## src/logic/opm_reg_cfg.svh

```systemverilog
`ifndef OPM_REG_CFG_SVH
`define OPM_REG_CFG_SVH

//////////////////////////////
// bus and slot geometry
//////////////////////////////

// host bus width
`define OPM_DATA_W      8

// operator slots per sample, one per clock
`define OPM_SLOTS       32

// channels, each owns four slots
`define OPM_CHANNELS    8

// slot counter width
`define OPM_SLOT_W      5

//////////////////////////////
// low register addresses
//////////////////////////////

`define OPM_ADDR_TEST       8'h01   // test bits
`define OPM_ADDR_NOISE      8'h0F   // ne and nfrq
`define OPM_ADDR_LFRQ       8'h18   // lfo frequency
`define OPM_ADDR_PMD_AMD    8'h19   // d7 picks pmd or amd
`define OPM_ADDR_WAVE       8'h1B   // ct and waveform

`endif

```

## src/logic/opm_reg_pkg.sv

```systemverilog
`include "opm_reg_cfg.svh"

package opm_reg_pkg;

    //////////////////////////////
    // enums
    //////////////////////////////

    // bus access kind, taken straight from A0
    typedef enum logic {
        ACC_ADDR = 1'b0,
        ACC_DATA = 1'b1
    } bus_acc_e;

    // capture stage state
    typedef enum logic {
        CAP_IDLE    = 1'b0,
        CAP_HI_PEND = 1'b1
    } cap_state_e;

    // high register groups
    // channel groups keep addr[4:3] in the low bits
    // operator groups set bit 3 and keep addr[7:5] below it
    typedef enum logic [3:0] {
        GRP_ALG_RL   = 4'h0,    // 0x20
        GRP_KC       = 4'h1,    // 0x28
        GRP_KF       = 4'h2,    // 0x30
        GRP_PMS_AMS  = 4'h3,    // 0x38
        GRP_DT1_MUL  = 4'hA,    // 0x40
        GRP_TL       = 4'hB,    // 0x60
        GRP_KS_AR    = 4'hC,    // 0x80
        GRP_AMEN_D1R = 4'hD,    // 0xA0
        GRP_DT2_D2R  = 4'hE,    // 0xC0
        GRP_D1L_RR   = 4'hF     // 0xE0
    } hireg_grp_e;

    //////////////////////////////
    // structs
    //////////////////////////////

    // one host access
    typedef struct packed {
        bus_acc_e                acc;
        logic [`OPM_DATA_W-1:0]  data;
    } bus_wr_t;

    // high write waiting for its slot
    typedef struct packed {
        hireg_grp_e              grp;
        logic [`OPM_SLOT_W-1:0]  slot;
        logic [`OPM_DATA_W-1:0]  data;
    } hi_wr_t;

    // static low registers
    typedef struct packed {
        logic [7:0] test;
        logic       ne;
        logic [4:0] nfrq;
        logic [7:0] lfrq;
        logic [6:0] pmd;
        logic [6:0] amd;
        logic [1:0] w;
        logic [1:0] ct;
    } lo_regs_t;

    // per channel parameters
    typedef struct packed {
        logic [1:0] rl;
        logic [2:0] fl;
        logic [2:0] alg;
        logic [6:0] kc;
        logic [5:0] kf;
        logic [2:0] pms;
        logic [1:0] ams;
    } ch_params_t;

    // per operator parameters
    typedef struct packed {
        logic [2:0] dt1;
        logic [3:0] mul;
        logic [6:0] tl;
        logic [1:0] ks;
        logic [4:0] ar;
        logic       amen;
        logic [4:0] d1r;
        logic [1:0] dt2;
        logic [4:0] d2r;
        logic [3:0] d1l;
        logic [3:0] rr;
    } op_params_t;

endpackage

```

## src/logic/opm_bus_capture.sv

```systemverilog
`include "opm_reg_cfg.svh"

module opm_bus_capture (
    input  logic                   i_EMUCLK,
    input  logic                   mrst_n,

    // host bus
    input  logic                   i_wr_valid,
    input  opm_reg_pkg::bus_wr_t   i_wr,
    output logic                   o_wr_ready,

    // static registers
    output opm_reg_pkg::lo_regs_t  o_lo,

    // pending high write towards the slot store
    output logic                   o_hi_valid,
    output opm_reg_pkg::hi_wr_t    o_hi_wr,
    input  logic                   i_hi_ready
);
    import opm_reg_pkg::*;

    cap_state_e              state_q;
    logic [`OPM_DATA_W-1:0]  addr_q;        // last address byte
    logic [`OPM_DATA_W-1:0]  hi_data_q;     // data held for the ring
    logic                    wr_fire;
    logic                    addr_wr;
    logic                    data_wr;
    logic                    addr_is_hi;
    hireg_grp_e              hi_grp;
    logic [`OPM_SLOT_W-1:0]  hi_slot;

    //////////////////////////////
    // handshake
    //////////////////////////////

    assign o_wr_ready = (state_q == CAP_IDLE);    // held off while a ring write waits
    assign wr_fire    = i_wr_valid & o_wr_ready;
    assign addr_wr    = wr_fire & (i_wr.acc == ACC_ADDR);
    assign data_wr    = wr_fire & (i_wr.acc == ACC_DATA);

    // 0x20 and up is a ring register
    assign addr_is_hi = |addr_q[7:5];

    always_ff @(posedge i_EMUCLK or negedge mrst_n) begin
        if (!mrst_n) begin
            state_q <= CAP_IDLE;
            addr_q  <= '0;
        end else begin
            if (addr_wr) addr_q <= i_wr.data;   // also drops any old high target

            case (state_q)
                CAP_IDLE: begin
                    if (data_wr && addr_is_hi) state_q <= CAP_HI_PEND;
                end
                CAP_HI_PEND: begin
                    if (i_hi_ready) state_q <= CAP_IDLE;    // slot came around
                end
                default: state_q <= CAP_IDLE;
            endcase
        end
    end

    always_ff @(posedge i_EMUCLK) begin
        if (data_wr && addr_is_hi) hi_data_q <= i_wr.data;
    end

    //////////////////////////////
    // high address split
    //////////////////////////////

    always_comb begin
        if (addr_q[7:6] == 2'b00) begin
            // 0x20 to 0x3F, channel in the low 3 bits
            hi_grp  = hireg_grp_e'({2'b00, addr_q[4:3]});
            hi_slot = {2'b00, addr_q[2:0]};
        end else begin
            hi_grp  = hireg_grp_e'({1'b1, addr_q[7:5]});
            hi_slot = addr_q[4:0];
        end
    end

    assign o_hi_valid   = (state_q == CAP_HI_PEND);
    assign o_hi_wr.grp  = hi_grp;
    assign o_hi_wr.slot = hi_slot;
    assign o_hi_wr.data = hi_data_q;

    //////////////////////////////
    // low registers
    //////////////////////////////

    always_ff @(posedge i_EMUCLK or negedge mrst_n) begin
        if (!mrst_n) begin
            o_lo <= '0;
        end else if (data_wr && !addr_is_hi) begin
            case (addr_q)
                `OPM_ADDR_TEST: begin
                    o_lo.test <= i_wr.data;
                end
                `OPM_ADDR_NOISE: begin
                    o_lo.ne   <= i_wr.data[7];
                    o_lo.nfrq <= i_wr.data[4:0];
                end
                `OPM_ADDR_LFRQ: begin
                    o_lo.lfrq <= i_wr.data;
                end
                `OPM_ADDR_PMD_AMD: begin
                    if (i_wr.data[7]) begin
                        o_lo.pmd <= i_wr.data[6:0];
                    end else begin
                        o_lo.amd <= i_wr.data[6:0];
                    end
                end
                `OPM_ADDR_WAVE: begin
                    o_lo.ct <= i_wr.data[7:6];
                    o_lo.w  <= i_wr.data[1:0];
                end
                default: begin
                    o_lo <= o_lo;   // unknown low address, data dropped
                end
            endcase
        end
    end

endmodule

```

## src/logic/opm_param_out.sv

```systemverilog
`include "opm_reg_cfg.svh"

module opm_param_out (
    input  logic                           i_EMUCLK,
    input  logic                           mrst_n,

    // ring heads, valid every cycle
    input  opm_reg_pkg::ch_params_t        i_ch_head,
    input  opm_reg_pkg::op_params_t        i_op_head,
    input  logic [`OPM_SLOT_W-1:0]         i_head_slot,

    // per slot stream for the EG and PG
    output logic [`OPM_SLOT_W-1:0]         o_slot,
    output opm_reg_pkg::ch_params_t        o_ch,
    output opm_reg_pkg::op_params_t        o_op
);
    import opm_reg_pkg::*;

    ch_params_t ch_masked;

    //////////////////////////////
    // am enable mask
    //////////////////////////////

    // ams only reaches operators with amen set
    always_comb begin
        ch_masked     = i_ch_head;
        ch_masked.ams = i_ch_head.ams & {2{i_op_head.amen}};
    end

    //////////////////////////////
    // output register
    //////////////////////////////

    always_ff @(posedge i_EMUCLK or negedge mrst_n) begin
        if (!mrst_n) begin
            // counter sits at 0 in reset so the tag shows the slot before it
            o_slot <= '1;
            o_ch   <= '0;
            o_op   <= '0;
        end else begin
            o_slot <= i_head_slot;
            o_ch   <= ch_masked;
            o_op   <= i_op_head;
        end
    end

endmodule

```

## src/logic/opm_reg_top.sv

```systemverilog
`include "opm_reg_cfg.svh"

module opm_reg_top (
    input  logic                           i_EMUCLK,
    input  logic                           mrst_n,

    // host bus
    input  logic                           i_wr_valid,
    input  opm_reg_pkg::bus_wr_t           i_wr,
    output logic                           o_wr_ready,

    // static registers
    output opm_reg_pkg::lo_regs_t          o_lo,

    // slot stream
    output logic [`OPM_SLOT_W-1:0]         o_slot,
    output opm_reg_pkg::ch_params_t        o_ch,
    output opm_reg_pkg::op_params_t        o_op
);
    import opm_reg_pkg::*;

    logic                    hi_valid;
    hi_wr_t                  hi_wr;
    logic                    hi_ready;
    ch_params_t              ch_head;
    op_params_t              op_head;
    logic [`OPM_SLOT_W-1:0]  head_slot;

    opm_bus_capture u_bus_capture (
        .i_EMUCLK   (i_EMUCLK),
        .mrst_n     (mrst_n),
        .i_wr_valid (i_wr_valid),
        .i_wr       (i_wr),
        .o_wr_ready (o_wr_ready),
        .o_lo       (o_lo),
        .o_hi_valid (hi_valid),
        .o_hi_wr    (hi_wr),
        .i_hi_ready (hi_ready)
    );

    opm_slot_store u_slot_store (
        .i_EMUCLK    (i_EMUCLK),
        .mrst_n      (mrst_n),
        .i_hi_valid  (hi_valid),
        .i_hi_wr     (hi_wr),
        .o_hi_ready  (hi_ready),
        .o_ch_head   (ch_head),
        .o_op_head   (op_head),
        .o_head_slot (head_slot)
    );

    opm_param_out u_param_out (
        .i_EMUCLK    (i_EMUCLK),
        .mrst_n      (mrst_n),
        .i_ch_head   (ch_head),
        .i_op_head   (op_head),
        .i_head_slot (head_slot),
        .o_slot      (o_slot),
        .o_ch        (o_ch),
        .o_op        (o_op)
    );

endmodule

```

## src/logic/opm_slot_store.sv

```systemverilog
`include "opm_reg_cfg.svh"

module opm_slot_store (
    input  logic                           i_EMUCLK,
    input  logic                           mrst_n,

    // pending write from the capture stage
    input  logic                           i_hi_valid,
    input  opm_reg_pkg::hi_wr_t            i_hi_wr,
    output logic                           o_hi_ready,

    // ring heads for the current slot
    output opm_reg_pkg::ch_params_t        o_ch_head,
    output opm_reg_pkg::op_params_t        o_op_head,
    output logic [`OPM_SLOT_W-1:0]         o_head_slot
);
    import opm_reg_pkg::*;

    localparam int CH_W = $clog2(`OPM_CHANNELS);

    logic [`OPM_SLOT_W-1:0]  slot_cnt;
    ch_params_t              ch_ring [`OPM_CHANNELS];
    op_params_t              op_ring [`OPM_SLOTS];
    ch_params_t              ch_tail;
    op_params_t              op_tail;
    logic                    is_op_grp;
    logic                    slot_match;
    logic                    accept;

    //////////////////////////////
    // field merge
    //////////////////////////////

    function automatic ch_params_t ch_merge(input ch_params_t cur, input hireg_grp_e grp,
                                            input logic [`OPM_DATA_W-1:0] d);
        ch_params_t nxt;
        nxt = cur;
        case (grp)
            GRP_ALG_RL: begin
                nxt.rl  = d[7:6];
                nxt.fl  = d[5:3];
                nxt.alg = d[2:0];
            end
            GRP_KC: begin
                nxt.kc = d[6:0];
            end
            GRP_KF: begin
                nxt.kf = d[7:2];
            end
            GRP_PMS_AMS: begin
                nxt.pms = d[6:4];
                nxt.ams = d[1:0];
            end
            default: ;  // operator group, channel untouched
        endcase
        return nxt;
    endfunction

    function automatic op_params_t op_merge(input op_params_t cur, input hireg_grp_e grp,
                                            input logic [`OPM_DATA_W-1:0] d);
        op_params_t nxt;
        nxt = cur;
        case (grp)
            GRP_DT1_MUL: begin
                nxt.dt1 = d[6:4];
                nxt.mul = d[3:0];
            end
            GRP_TL: begin
                nxt.tl = d[6:0];
            end
            GRP_KS_AR: begin
                nxt.ks = d[7:6];
                nxt.ar = d[4:0];
            end
            GRP_AMEN_D1R: begin
                nxt.amen = d[7];
                nxt.d1r  = d[4:0];
            end
            GRP_DT2_D2R: begin
                nxt.dt2 = d[7:6];
                nxt.d2r = d[4:0];
            end
            GRP_D1L_RR: begin
                nxt.d1l = d[7:4];
                nxt.rr  = d[3:0];
            end
            default: ;
        endcase
        return nxt;
    endfunction

    //////////////////////////////
    // slot match
    //////////////////////////////

    assign is_op_grp = i_hi_wr.grp[3];     // operator groups sit at 0xA and up

    // channels only look at the low counter bits
    assign slot_match = is_op_grp ? (i_hi_wr.slot == slot_cnt)
                                  : (i_hi_wr.slot[CH_W-1:0] == slot_cnt[CH_W-1:0]);

    assign o_hi_ready = slot_match;
    assign accept     = i_hi_valid & slot_match;

    // head entry goes back in at the tail, merged when accepted
    assign ch_tail = accept ? ch_merge(ch_ring[0], i_hi_wr.grp, i_hi_wr.data) : ch_ring[0];
    assign op_tail = accept ? op_merge(op_ring[0], i_hi_wr.grp, i_hi_wr.data) : op_ring[0];

    //////////////////////////////
    // rings
    //////////////////////////////

    always_ff @(posedge i_EMUCLK or negedge mrst_n) begin
        if (!mrst_n) begin
            slot_cnt <= '0;
            for (int i = 0; i < `OPM_CHANNELS; i++) begin
                ch_ring[i] <= '0;
            end
            for (int i = 0; i < `OPM_SLOTS; i++) begin
                op_ring[i] <= '0;
            end
        end else begin
            slot_cnt <= slot_cnt + 1'b1;    // wraps 31 to 0

            for (int i = 0; i < `OPM_CHANNELS - 1; i++) begin
                ch_ring[i] <= ch_ring[i+1];
            end
            ch_ring[`OPM_CHANNELS-1] <= ch_tail;

            for (int i = 0; i < `OPM_SLOTS - 1; i++) begin
                op_ring[i] <= op_ring[i+1];
            end
            op_ring[`OPM_SLOTS-1] <= op_tail;
        end
    end

    assign o_ch_head   = ch_ring[0];   // channel slot_cnt mod 8
    assign o_op_head   = op_ring[0];
    assign o_head_slot = slot_cnt;

endmodule

```

## config.mk

```make
export PLATFORM = sky130hd
export DESIGN_NAME = opm_reg_top
export DESIGN_NICKNAME = d
export VERILOG_FILES = /design/src/logic/opm_reg_pkg.sv /design/src/logic/opm_bus_capture.sv /design/src/logic/opm_param_out.sv /design/src/logic/opm_reg_top.sv /design/src/logic/opm_slot_store.sv
export VERILOG_INCLUDE_DIRS = /design/src /design/src/logic
export SDC_FILE = /design/constraint.sdc
export NUM_CORES = 1
export LEC_CHECK = 0
export BUFFER_PORTS_ARGS = -buffer_cell sky130_fd_sc_hd__buf_2
export CAP_MARGIN = 20
export CORE_ASPECT_RATIO = 0.7
export CORE_MARGIN = 10
export CORE_UTILIZATION = 35
export CTS_CLUSTER_DIAMETER = 60
export CTS_CLUSTER_SIZE = 10
export DETAILED_ROUTE_END_ITERATION = 16
export PLACE_DENSITY_LB_ADDON = 0.08
export SKIP_LAST_GASP = 1
export SYNTH_ARGS = -nofsm -noshare
export SYNTH_HDL_FRONTEND = slang
export SYNTH_SLANG_ARGS = --single-unit
```

## constraint.sdc

```tcl
create_clock -name i_EMUCLK -period 2.58 [get_ports i_EMUCLK]
set_input_delay 0.516 -clock i_EMUCLK [delete_from_list [all_inputs] [get_ports i_EMUCLK]]
set_output_delay 0.516 -clock i_EMUCLK [all_outputs]
set_load 0.005 [all_outputs]
```

# After elaboration in Yosys (flattened, before gate mapping)
# Index checks and enable logic that the tools add are counted.
[classes] n_eq_ne=16 n_mux=18 bitwise_logic=8 n_reduce_logical=12 addsub=1
[ops] op="$mux 42" count=1
[ops] op="$mux 7" count=5
[ops] op="$mux 26" count=1
[ops] op="$eq 4x4->1 const B" count=6
[ops] op="$eq 8x5->1 const B" count=3
[ops] op="$mux 8" count=2
[ops] op="$mux 6" count=2
[ops] op="$mux 5" count=2
[ops] op="$eq 4x2->1 const B" count=2
[ops] op="$eq 8x1->1 const B" count=1
[ops] op="$eq 8x4->1 const B" count=1
[ops] op="$reduce_and 2->1" count=4
[ops] op="$reduce_and 3->1" count=2
[ops] op="$add 5x1->5 const B" count=1
[ops] op="$eq 5x5->1" count=1
[ops] op="$and 1x1->1" count=4
[ops] op="$eq 4x1->1 const B" count=1
[ops] op="$logic_not 4->1" count=1
[ops] op="$mux 4" count=1
[ops] op="$eq 3x3->1" count=1
[ops] op="$mux 1" count=3
[ops] op="$not 1->1" count=3
[ops] op="$reduce_or 3->1" count=1
[ops] op="$and 2x2->2" count=1
[ops] op="4 further kinds" count=5
[word_totals] input_bits=12 elab_cells=494 regBits=1687

# Longest topological paths before layout
# Gate-level depths: netlist (run 1).
[depth] ltp_word=6 ltp_mapped=7 ltp_nobuf=4

# Modules after synthesis
# Synthesis (run 1) repeated with hierarchy kept, for this count alone.
[hier_totals] hier_cells=1946 hier_area_um2=44719.1
[by_module_without_submodules] mod="opm_slot_store" cells_each=1734 area_each_um2=40590.2 instances=1 seq_area_each_um2=38962.4
[by_module_without_submodules] mod="opm_bus_capture" cells_each=137 area_each_um2=2283.4 instances=1 seq_area_each_um2=1466.4
[by_module_without_submodules] mod="opm_param_out" cells_each=75 area_each_um2=1845.5 instances=1 seq_area_each_um2=1833.0

# Worst setup path before layout (run 1)
# OpenSTA, ideal clock, no wires.
[synth_timing] path_kind="reg-to-reg" start="register u_bus_capture.addr_q[7]" end="register, netlist name u_bus_capture.o_lo[10]" setup_slack_ns=0.648 stages_incl_launch_ff=7 setup_ns=0.125 arrival_time_ns=1.807 required_ns=2.455 n_path_buf=2 path_cell_list="dfrtp_1 -> buf_6 -> or3_4 -> nor4_4 -> and4bb_2 -> buf_4 -> mux2_2"
[synth_via] elab_chain_len=4 elab_cells_between_ends=5
[synth_rtl] item="start: declaration" line_no="opm_bus_capture.sv:23" rtl="logic [`OPM_DATA_W-1:0] addr_q;"
[synth_rtl] item="start signal: assignment" line_no="opm_bus_capture.sv:49" rtl="if (addr_wr) addr_q <= i_wr.data;"
[synth_rtl] item="$reduce_or 3->1" line_no="opm_bus_capture.sv:42" rtl="assign addr_is_hi = |addr_q[7:5];"
[synth_rtl] item="$logic_not 1->1" line_no="opm_bus_capture.sv:94" rtl="end else if (data_wr && !addr_is_hi) begin"
[synth_rtl] item="$logic_and 1x1->1" line_no="opm_bus_capture.sv:94"
[synth_rtl] item="$reduce_and 3->1 (no line) *"
# Mark *: on every way between the ends. The rest lies on a longest branch, timed or not.
# A chain may end at the register's enable or synchronous reset.

# Worst setup path after layout (run 1)
[layout_timing] start="register u_bus_capture.addr_q[6]" end="register, netlist name u_bus_capture.o_lo[5]"
[layout_via] elab_chain_len=4 elab_cells_between_ends=5
[layout_rtl] item="$reduce_or 3->1" line_no="opm_bus_capture.sv:42"
[layout_rtl] item="$logic_not 1->1" line_no="opm_bus_capture.sv:94"
[layout_rtl] item="$logic_and 1x1->1" line_no="opm_bus_capture.sv:94"
[layout_rtl] item="$reduce_and 3->1 (no line) *"
# Marked as above.

==> results of run 1 <==
[layout by cell type (no fill, tap or decap), types with 3 or more instances in the layout]
cell type and instances:
and2_1 3, buf_12 26, buf_2 124, buf_4 34
clkbuf_1 20, clkbuf_16 191, dfrtp_1 1674, dfstp_2 5
diode_2 6, edfxtp_1 8, inv_6 5, mux2_2 110
mux2_4 6, nand2_1 4, nand3_1 4, nand4_1 5
nor2_1 4, nor3_1 4, xor2_1 6
[worst max-delay path, cell delays in order (launching register included)]
cell and delay, ps:
dfrtp_1 500, or3_4 460, nor4_4 330, and4bb_2 410
mux2_2 360
[timing repair]
action | 4_1_cts | 5_1_grt
endpoints found under the hold margin | 33 | 0
setup endpoints to repair | 0 | 0
hold buffers | 1 | 0
setup buffers | 0 | 0
[per-layer routing]
layer / GRT usage / part of all wire / vias to the layer above
met3: 0.0251 / 0.038 / 167
li1: - / - / 6649
met5: 0 / 0 / -
met4: 0.0532 / 0.037 / 0
met2: 0.144 / 0.44 / 267
met1: 0.148 / 0.49 / 8659
[flip-flops by register name, summed over array words and instances (netlist names), 8 cells and up]
| name | flops |
|---|---|
| u_bus_capture.hi_data_q | 8 |
| u_slot_store.ch_ring | 182 |
| u_bus_capture.addr_q | 8 |
| u_param_out.o_op | 42 |
| u_param_out.o_ch | 26 |
| u_slot_store.op_ring | 1302 |
| u_slot_store.o_ch_head | 26 |
| u_slot_store.o_op_head | 42 |
| u_bus_capture.o_lo | 40 |
[power by group]
part	total [W]	internal, W	switching (W)
logic	0.00130	0.000465	0.000835
registers	0.0281	0.0275	0.000563
clock network	0.0223	0.0131	0.00918
[area by class of cell]
type	instances	share of cell area
flip-flops and latches	1687	0.805
clock buffers	213	0.0930
well taps	1650	0.0393
multi-input cells	172	0.0333
repair buffers	185	0.0268
clock inverters	8	0.00184
diodes	6	0.000286
inverters	2	0.000143
[through the flow]
| step | std cells | hold WS, ps | instance area [µm²] | power (W) |
|---|---|---|---|---|
| CTS | 3917 | 11.5 | 52500 | 0.0528 |
| floorplan | 1874 | 220 | 44100 | 0.0287 |
| global route | 3918 | 52.5 | 52500 | 0.0541 |
| finish | 3923 | 97.1 | 52500 | 0.0517 |
| detailed placement | 3695 | 335 | 47500 | 0.0299 |
| global placement | 3695 | 331 | 47500 | 0.0298 |
[how the worst max path moves through the flow]
stage / start / cells after the start / endpoint / slack [ps]
after floorplan: u_bus_capture.addr_q[7]$_DFFE_PN0P_ / 6 / u_bus_capture.o_lo[10]$_DFFE_PN0P_ / 650
after global placement: u_bus_capture.addr_q[6]$_DFFE_PN0P_ / 4 / u_bus_capture.o_lo[6]$_DFFE_PN0P_ / 450
after detailed placement: u_bus_capture.addr_q[6]$_DFFE_PN0P_ / 4 / u_bus_capture.o_lo[10]$_DFFE_PN0P_ / 410
after CTS: u_bus_capture.o_hi_valid$_DFF_PN0_ / 2 / o_wr_ready / 320
after global routing: u_bus_capture.addr_q[6]$_DFFE_PN0P_ / 4 / u_bus_capture.o_lo[5]$_DFFE_PN0P_ / 310
final: u_bus_capture.addr_q[6]$_DFFE_PN0P_ / 4 / u_bus_capture.o_lo[5]$_DFFE_PN0P_ / 410
[cells by family after synthesis]
kind of cell	Yosys count
AOI/OAI and AO/OA	2
xor gates and xnor gates	8
buffers and inverters	15
and+or+nand+nor	45
muxes	116
adders and majority gates	1
DFF	1687
==> out/results.ini, run 1 <==
[status]
status=complete, no violations

[routing]
antenna_left=0
drc=0
num_vias=15700
wl_um=69300
drt_iter0_markers=982
drtPass1Iterations=4
viasPerCell=4.01
avgRoutedWirePerCell_um=17.7

[placement]
routabilityCongestion=0.708
port_buffers=125
pre_cts_ws_ps=406
hpwl_um=38200

[clock_network]
clk_latency_ps=760
cts_root_buffer=clkbuf_16
clock_sinks=1687
ctsResizeCount=0
cts_max_level=4
numCtsBuffers=187
cts.path.max_buffers=3
cts_tree=done
clkTransAtPathRegs_ps=60

[floorplanning]
io_pins=126
die_w_um=444
coreArea_um2=124000
dieArea_um2=141000
start_util=0.354
rows=108
dieHeight_um=317

[power]
power_leakage_nw=27.8
ir_worst_vdd_mv=0.424
p_per_area_nw_per_um2=984

[sta]
max_freq_ghz=0.460
tns_ps=0
period_needed_ps=2170
timing.final.crit_share=0.842
max_slew_margin=0.425
hold_viol=0
final.setup_skew_ps=17.9
setup_violations=0
rsz0062_at_grt=no
tightest_slew_ps=863
maxSlewViolCount=0
fin_ws_ps=407

[final_layout]
layout-drive-gt1-share=0.227
area_growth_syn_to_layout_pct=19.0
regArea_um2=42300
nNetsFinal=2248
multi_input_area_um2=1750
num-fill-cells=10700
finish.utilization=0.422

[yosys]
syn_avg_cell_area_um2=23.5
post-synth-top-area-fraction=0.950
synth.area.top_cells=dfrtp_1, mux2_2, edfxtp_1
synthFlopType=dfrtp_1
syn_nets=1887
synthXorXnorAreaFrac=0.00159
synth_fa_ha_area_frac=0.000284
syn_inst=1874
synth_common_cells=dfrtp_1, mux2_2, edfxtp_1
synthesis.area_um2=44100
synth_top_area_cell=dfrtp_1
synth_async_sr_flop_share=0.995
synth_seq_cells=1687
yosysWarnings=0
synth_compound_area_frac=0.000397
yosys.area_share.simple=0.00718
synth.yosys.seq_area_share=0.959
synth_edf_count=8
synth_top_family_by_area=multiplexers
muxShareOfSynthArea=0.0301
yosysMostFrequentCell=dfrtp_1
synthDistinctLibCells=39

[min_path]
min_from=i_wr[3]
holdPathEnd=u_bus_capture.hi_data_q[3]$_DFFE_PP_
whs_path_depth=1
hold_class=in -> reg

[setup_path]
r2r-start=u_bus_capture.addr_q[6]$_DFFE_PN0P_
r2r_slack_ps=410
endpoint_kind=flip-flop
cp.arrival_ps=2810
crit_type=reg -> reg
r2r_cells=4
cp_max_fo=11
critPathRequiredTime_ps=3220
r2r_end=u_bus_capture.o_lo[5]$_DFFE_PN0P_
worstSetupStartpointType=flip-flop

[run]
drv_cap=0

[global_route]
grt_pass1_vias=18000
grt_pass1_wl_um=111000
grt_max_degree=90
grt_overflow=0
grt_usage=0.103
antenna_found_initial=9

Power figures use the tool's default switching activity.
==> run 2: changes to the inputs <==
- clock period: 2.58 -> 1.9 ns (I/O delays scaled with it)
==> out/results.ini, run 2 (synthesis gave the netlist of run 1 again) <==
[power]
p_per_area_nw_per_um2=1340
power_leakage_nw=28.2
total_power_w=0.0713
ir_worst_vdd_mv=0.674

[placement]
port_buffers=125
routabilityCongestion=0.705
hpwl_um=39500

[setup_path]
r2r_end=u_bus_capture.o_lo[2]$_DFFE_PN0P_
r2r_slack_ps=-50
worstSetupStartpointType=flip-flop
endpoint_kind=flip-flop
critPathRequiredTime_ps=2550
cp_max_fo=4
r2r-start=u_bus_capture.addr_q[6]$_DFFE_PN0P_
crit_type=reg -> reg
r2r_cells=5
cp.arrival_ps=2600

[global_route]
grt_pass1_wl_um=114000
grt_max_degree=69
grt_overflow=0
antenna_found_initial=4
grt_pass1_vias=18300
grt_usage=0.106

[final_layout]
final_cell_mix=dfrtp_1, clkbuf_16, buf_2, mux2_2, buf_4
nNetsFinal=2297
regMostFlops=u_slot_store.op_ring
largest_reg_flops=1302
area_growth_syn_to_layout_pct=20.7
final_common_cell=dfrtp_1
layout-drive-gt1-share=0.243
largest_registers=u_slot_store.op_ring x1302, u_slot_store.ch_ring x182
finish.utilization=0.427

[floorplanning]
coreArea_um2=124000
io_pins=126
start_util=0.354
rows=108
dieArea_um2=141000
die_w_um=444
dieHeight_um=317

[clock_network]
numCtsBuffers=188
cts_tree=done
cts.path.max_buffers=3
clkTransAtPathRegs_ps=60
clk_latency_ps=770
clock_sinks=1687
cts_max_level=4
cts_root_buffer=clkbuf_16

[min_path]
hold_class=in -> reg
holdPathEnd=u_bus_capture.addr_q[6]$_DFFE_PN0P_
min_from=i_wr_valid
whs_path_depth=4

[status]
status=finished with violations
failed_checks=setup timing

[sta]
rsz0062_at_grt=yes
final.setup_skew_ps=18.1
hold_viol=0
tns_ps=-235
max_slew_margin=0.303
maxSlewViolCount=0
tightest_slew_ps=1050
fin_hold_ws_ps=233
max_freq_ghz=0.513
timing.final.crit_share=1.03
period_needed_ps=1950
setup_violations=6
fin_ws_ps=-47.8

[routing]
antenna_left=0
drtPass1Iterations=4
viasPerCell=4.03
drc=0
num_vias=16100
avgRoutedWirePerCell_um=17.9
wl_um=71300
drt_iter0_markers=894

[run]
drv_cap=0

run 2: layer usage:
metal	routed length (µm)	GRT usage	vias to the layer above	share of wire
li1	-	-	6774	-
met1	34400	0.154	8860	0.48
met2	31600	0.150	269	0.44
met3	2960	0.0277	190	0.041
met4	2360	0.0492	0	0.033
met5	0	0	-	0
run 2: final cells by class:
cell class,count,area (µm²)
Fill cell,10700,71300
Multi-Input combinational cell,172,1810
Sequential cell,1687,42300
Clock buffer,234,4960
Clock inverter,14,194
Tap cell,1650,2060
Timing Repair Buffer,233,1880
Inverter,2,20.0
Antenna cell,4,10.0
run 2: worst max-delay path by stage:
stage                                              from  slack, ps                                  to  depth (start not counted)
floorplan           u_bus_capture.addr_q[7]$_DFFE_PN0P_          8  u_bus_capture.o_lo[10]$_DFFE_PN0P_                          6
global placement                                i_wr[8]       -170  u_bus_capture.o_lo[12]$_DFFE_PN0P_                          6
CTS                     u_param_out.o_slot[4]$_DFF_PN1_        -80                           o_slot[4]                          1
detailed placement                              i_wr[8]       -200   u_bus_capture.o_lo[2]$_DFFE_PN0P_                          6
finish              u_bus_capture.addr_q[6]$_DFFE_PN0P_        -50   u_bus_capture.o_lo[2]$_DFFE_PN0P_                          5
global route        u_bus_capture.addr_q[6]$_DFFE_PN0P_       -100   u_bus_capture.o_lo[7]$_DFFE_PN0P_                          4
run 2: timing repair:
| item | CTS | global route |
|---|---|---|
| setup buffers | 0 | 5 |
| pin swaps | 0 | 4 |
| resized for setup | 14 | 14 |
| hold buffers | 9 | 0 |
| setup endpoints to repair | 19 | 67 |
| gates cloned | 0 | 1 |
| hold endpoints to repair | 839 | 0 |
run 2: report_power, final:
| part | internal (W) | total [W] | switching (W) | leakage, nW |
|---|---|---|---|---|
| sequential | 0.0373 | 0.0380 | 0.000634 | 23.5 |
| clock | 0.0181 | 0.0311 | 0.0130 | 2.51 |
| combinational | 0.000913 | 0.00230 | 0.00139 | 2.21 |
run 2: critical path, cell delays in order (launching register included):
cell and delay [ps]:
dfrtp_1 370, or3_4 410, nor4_4 300, buf_4 200
and2b_2 230, mux2_4 320
run 2: through the flow:
step           cell area (µm²)  instances  worst slack [ps]
6_report                 53200       3996             -47.8
4_1_cts                  53100       3986             -83.6
3_5_place_dp             47800       3730              -197
2_1_floorplan            44100       1874              8.16
5_1_grt                  53200       3993              -103
3_3_place_gp             47800       3730              -166
==> run 3: changes to the inputs <==
- RECOVER_POWER: default -> 50
==> out/results.ini, run 3 (synthesis gave the netlist of run 1 again) <==
[status]
status=finished with violations
failed_checks=setup timing

[routing]
wl_um=71300
drtPass1Iterations=4
avgRoutedWirePerCell_um=17.8
antenna_left=0
viasPerCell=4.03
drt_iter0_markers=904
num_vias=16100
drc=0

[final_layout]
regMostFlops=u_slot_store.op_ring
design_area_um2=53100
final_cell_mix=dfrtp_1, clkbuf_16, buf_2, mux2_2, clkbuf_1
nNetsFinal=2297
final_common_cell=dfrtp_1
area_growth_syn_to_layout_pct=20.4
largest_reg_flops=1302
largest_registers=u_slot_store.op_ring x1302, u_slot_store.ch_ring x182
layout-drive-gt1-share=0.234

[sta]
period_needed_ps=1950
final.setup_skew_ps=17.8
hold_viol=0
timing.final.crit_share=1.03
max_freq_ghz=0.513
maxSlewViolCount=0
tightest_slew_ps=1050
fin_hold_ws_ps=232
fin_ws_ps=-48.9
setup_violations=7
rsz0062_at_grt=yes
max_slew_margin=0.303

[floorplanning]
coreArea_um2=124000
dieArea_um2=141000
start_util=0.354
dieHeight_um=317
die_w_um=444
rows=108
io_pins=126

[power]
p_per_area_nw_per_um2=1340
ir_worst_vdd_mv=0.674
power_leakage_nw=28.1

[clock_network]
cts_max_level=4
clkTransAtPathRegs_ps=60
cts_root_buffer=clkbuf_16
clock_sinks=1687
cts.path.max_buffers=3
cts_tree=done
numCtsBuffers=188
clk_latency_ps=770

[setup_path]
critPathRequiredTime_ps=2550
cp.arrival_ps=2600
worstSetupStartpointType=flip-flop
cp_max_fo=4
crit_type=reg -> reg
endpoint_kind=flip-flop

[placement]
placed_cell_area_um2=47800
hpwl_um=39500
port_buffers=125
routabilityCongestion=0.705

[min_path]
hold_class=in -> reg

[global_route]
grt_pass1_vias=18300
grt_max_degree=69
antenna_found_initial=4
grt_overflow=0
grt_usage=0.106
grt_pass1_wl_um=114000

[run]
drv_cap=0

run 3: cell count changes in the layout (fill, tap and decap cells not counted):
cell      before  now
clkbuf_1      40   59
buf_4         67   55
buf_2        119  112
buf_12        30   26
clkbuf_2       0    4
diode_2        4    5
run 3: path summary, 6_finish.rpt:
| path | start | endpoint | slack [ps] | depth (start not counted) |
|---|---|---|---|---|
| worst min register to register | u_slot_store.op_ring[1077]$_DFF_PN0_ | u_slot_store.op_ring[1119]$_DFF_PN0_ | 330 | 0 |
| worst min-delay path | i_wr_valid | u_bus_capture.addr_q[6]$_DFFE_PN0P_ | 230 | 4 |
| worst max register to register | u_bus_capture.addr_q[6]$_DFFE_PN0P_ | u_bus_capture.o_lo[2]$_DFFE_PN0P_ | -50 | 5 |
| max in group asynchronous | mrst_n | u_slot_store.op_ring[488]$_DFF_PN0_ | 360 | 4 |
| worst max-delay path | u_bus_capture.addr_q[6]$_DFFE_PN0P_ | u_bus_capture.o_lo[2]$_DFFE_PN0P_ | -50 | 5 |
| min in group asynchronous | mrst_n | u_slot_store.op_ring[907]$_DFF_PN0_ | 440 | 3 |
run 3: final cells by class:
type	count	area (µm²)
fill	10700	71400
multi-input combinational	172	1810
timing repair buffer	233	1770
clock inverter	14	194
clock buffer	234	4960
tap	1650	2060
inverter	2	20.0
sequential	1687	42300
antenna	5	12.5
run 3: critical path, cell delays in order, from the launching register on:
cell and delay, ps:
dfrtp_1 370, or3_4 410, nor4_4 300, buf_4 200
and2b_2 230, mux2_4 320
run 3: per-layer routing:
layer / global-route usage / vias to the layer above / wire, µm
met2: 0.150 / 266 / 31600
li1: - / 6777 / -
met4: 0.0492 / 0 / 2360
met5: 0 / - / 0
met1: 0.154 / 8884 / 34400
met3: 0.0277 / 190 / 2910
run 3: per-stage QoR:
step                worst slack (ps)  utilization  TNS (ps)  power (W)  instances
floorplan                       8.16            -         0     0.0390       1874
global placement                -166        0.384     -4110     0.0407       3730
detailed placement              -197        0.384     -4970     0.0408       3730
CTS                            -83.6        0.427      -593     0.0727       3986
global route                    -103        0.426     -2480     0.0746       3993
finish                         -48.9        0.427      -235     0.0713       3997
run 3: where the power goes:
| part | internal, W | switching (W) |
|---|---|---|
| clock network | 0.0181 | 0.0130 |
| logic | 0.000888 | 0.00138 |
| registers | 0.0373 | 0.000635 |
run 3: timing repair:
| action | 4_1_cts | 5_1_grt |
|---|---|---|
| gates cloned | 0 | 1 |
| hold buffers | 9 | 0 |
| pin swaps | 0 | 4 |
| endpoints found under the setup margin | 19 | 67 |
| setup buffers | 0 | 5 |
| resized for setup | 14 | 14 |
| endpoints found under the hold margin | 839 | 0 |
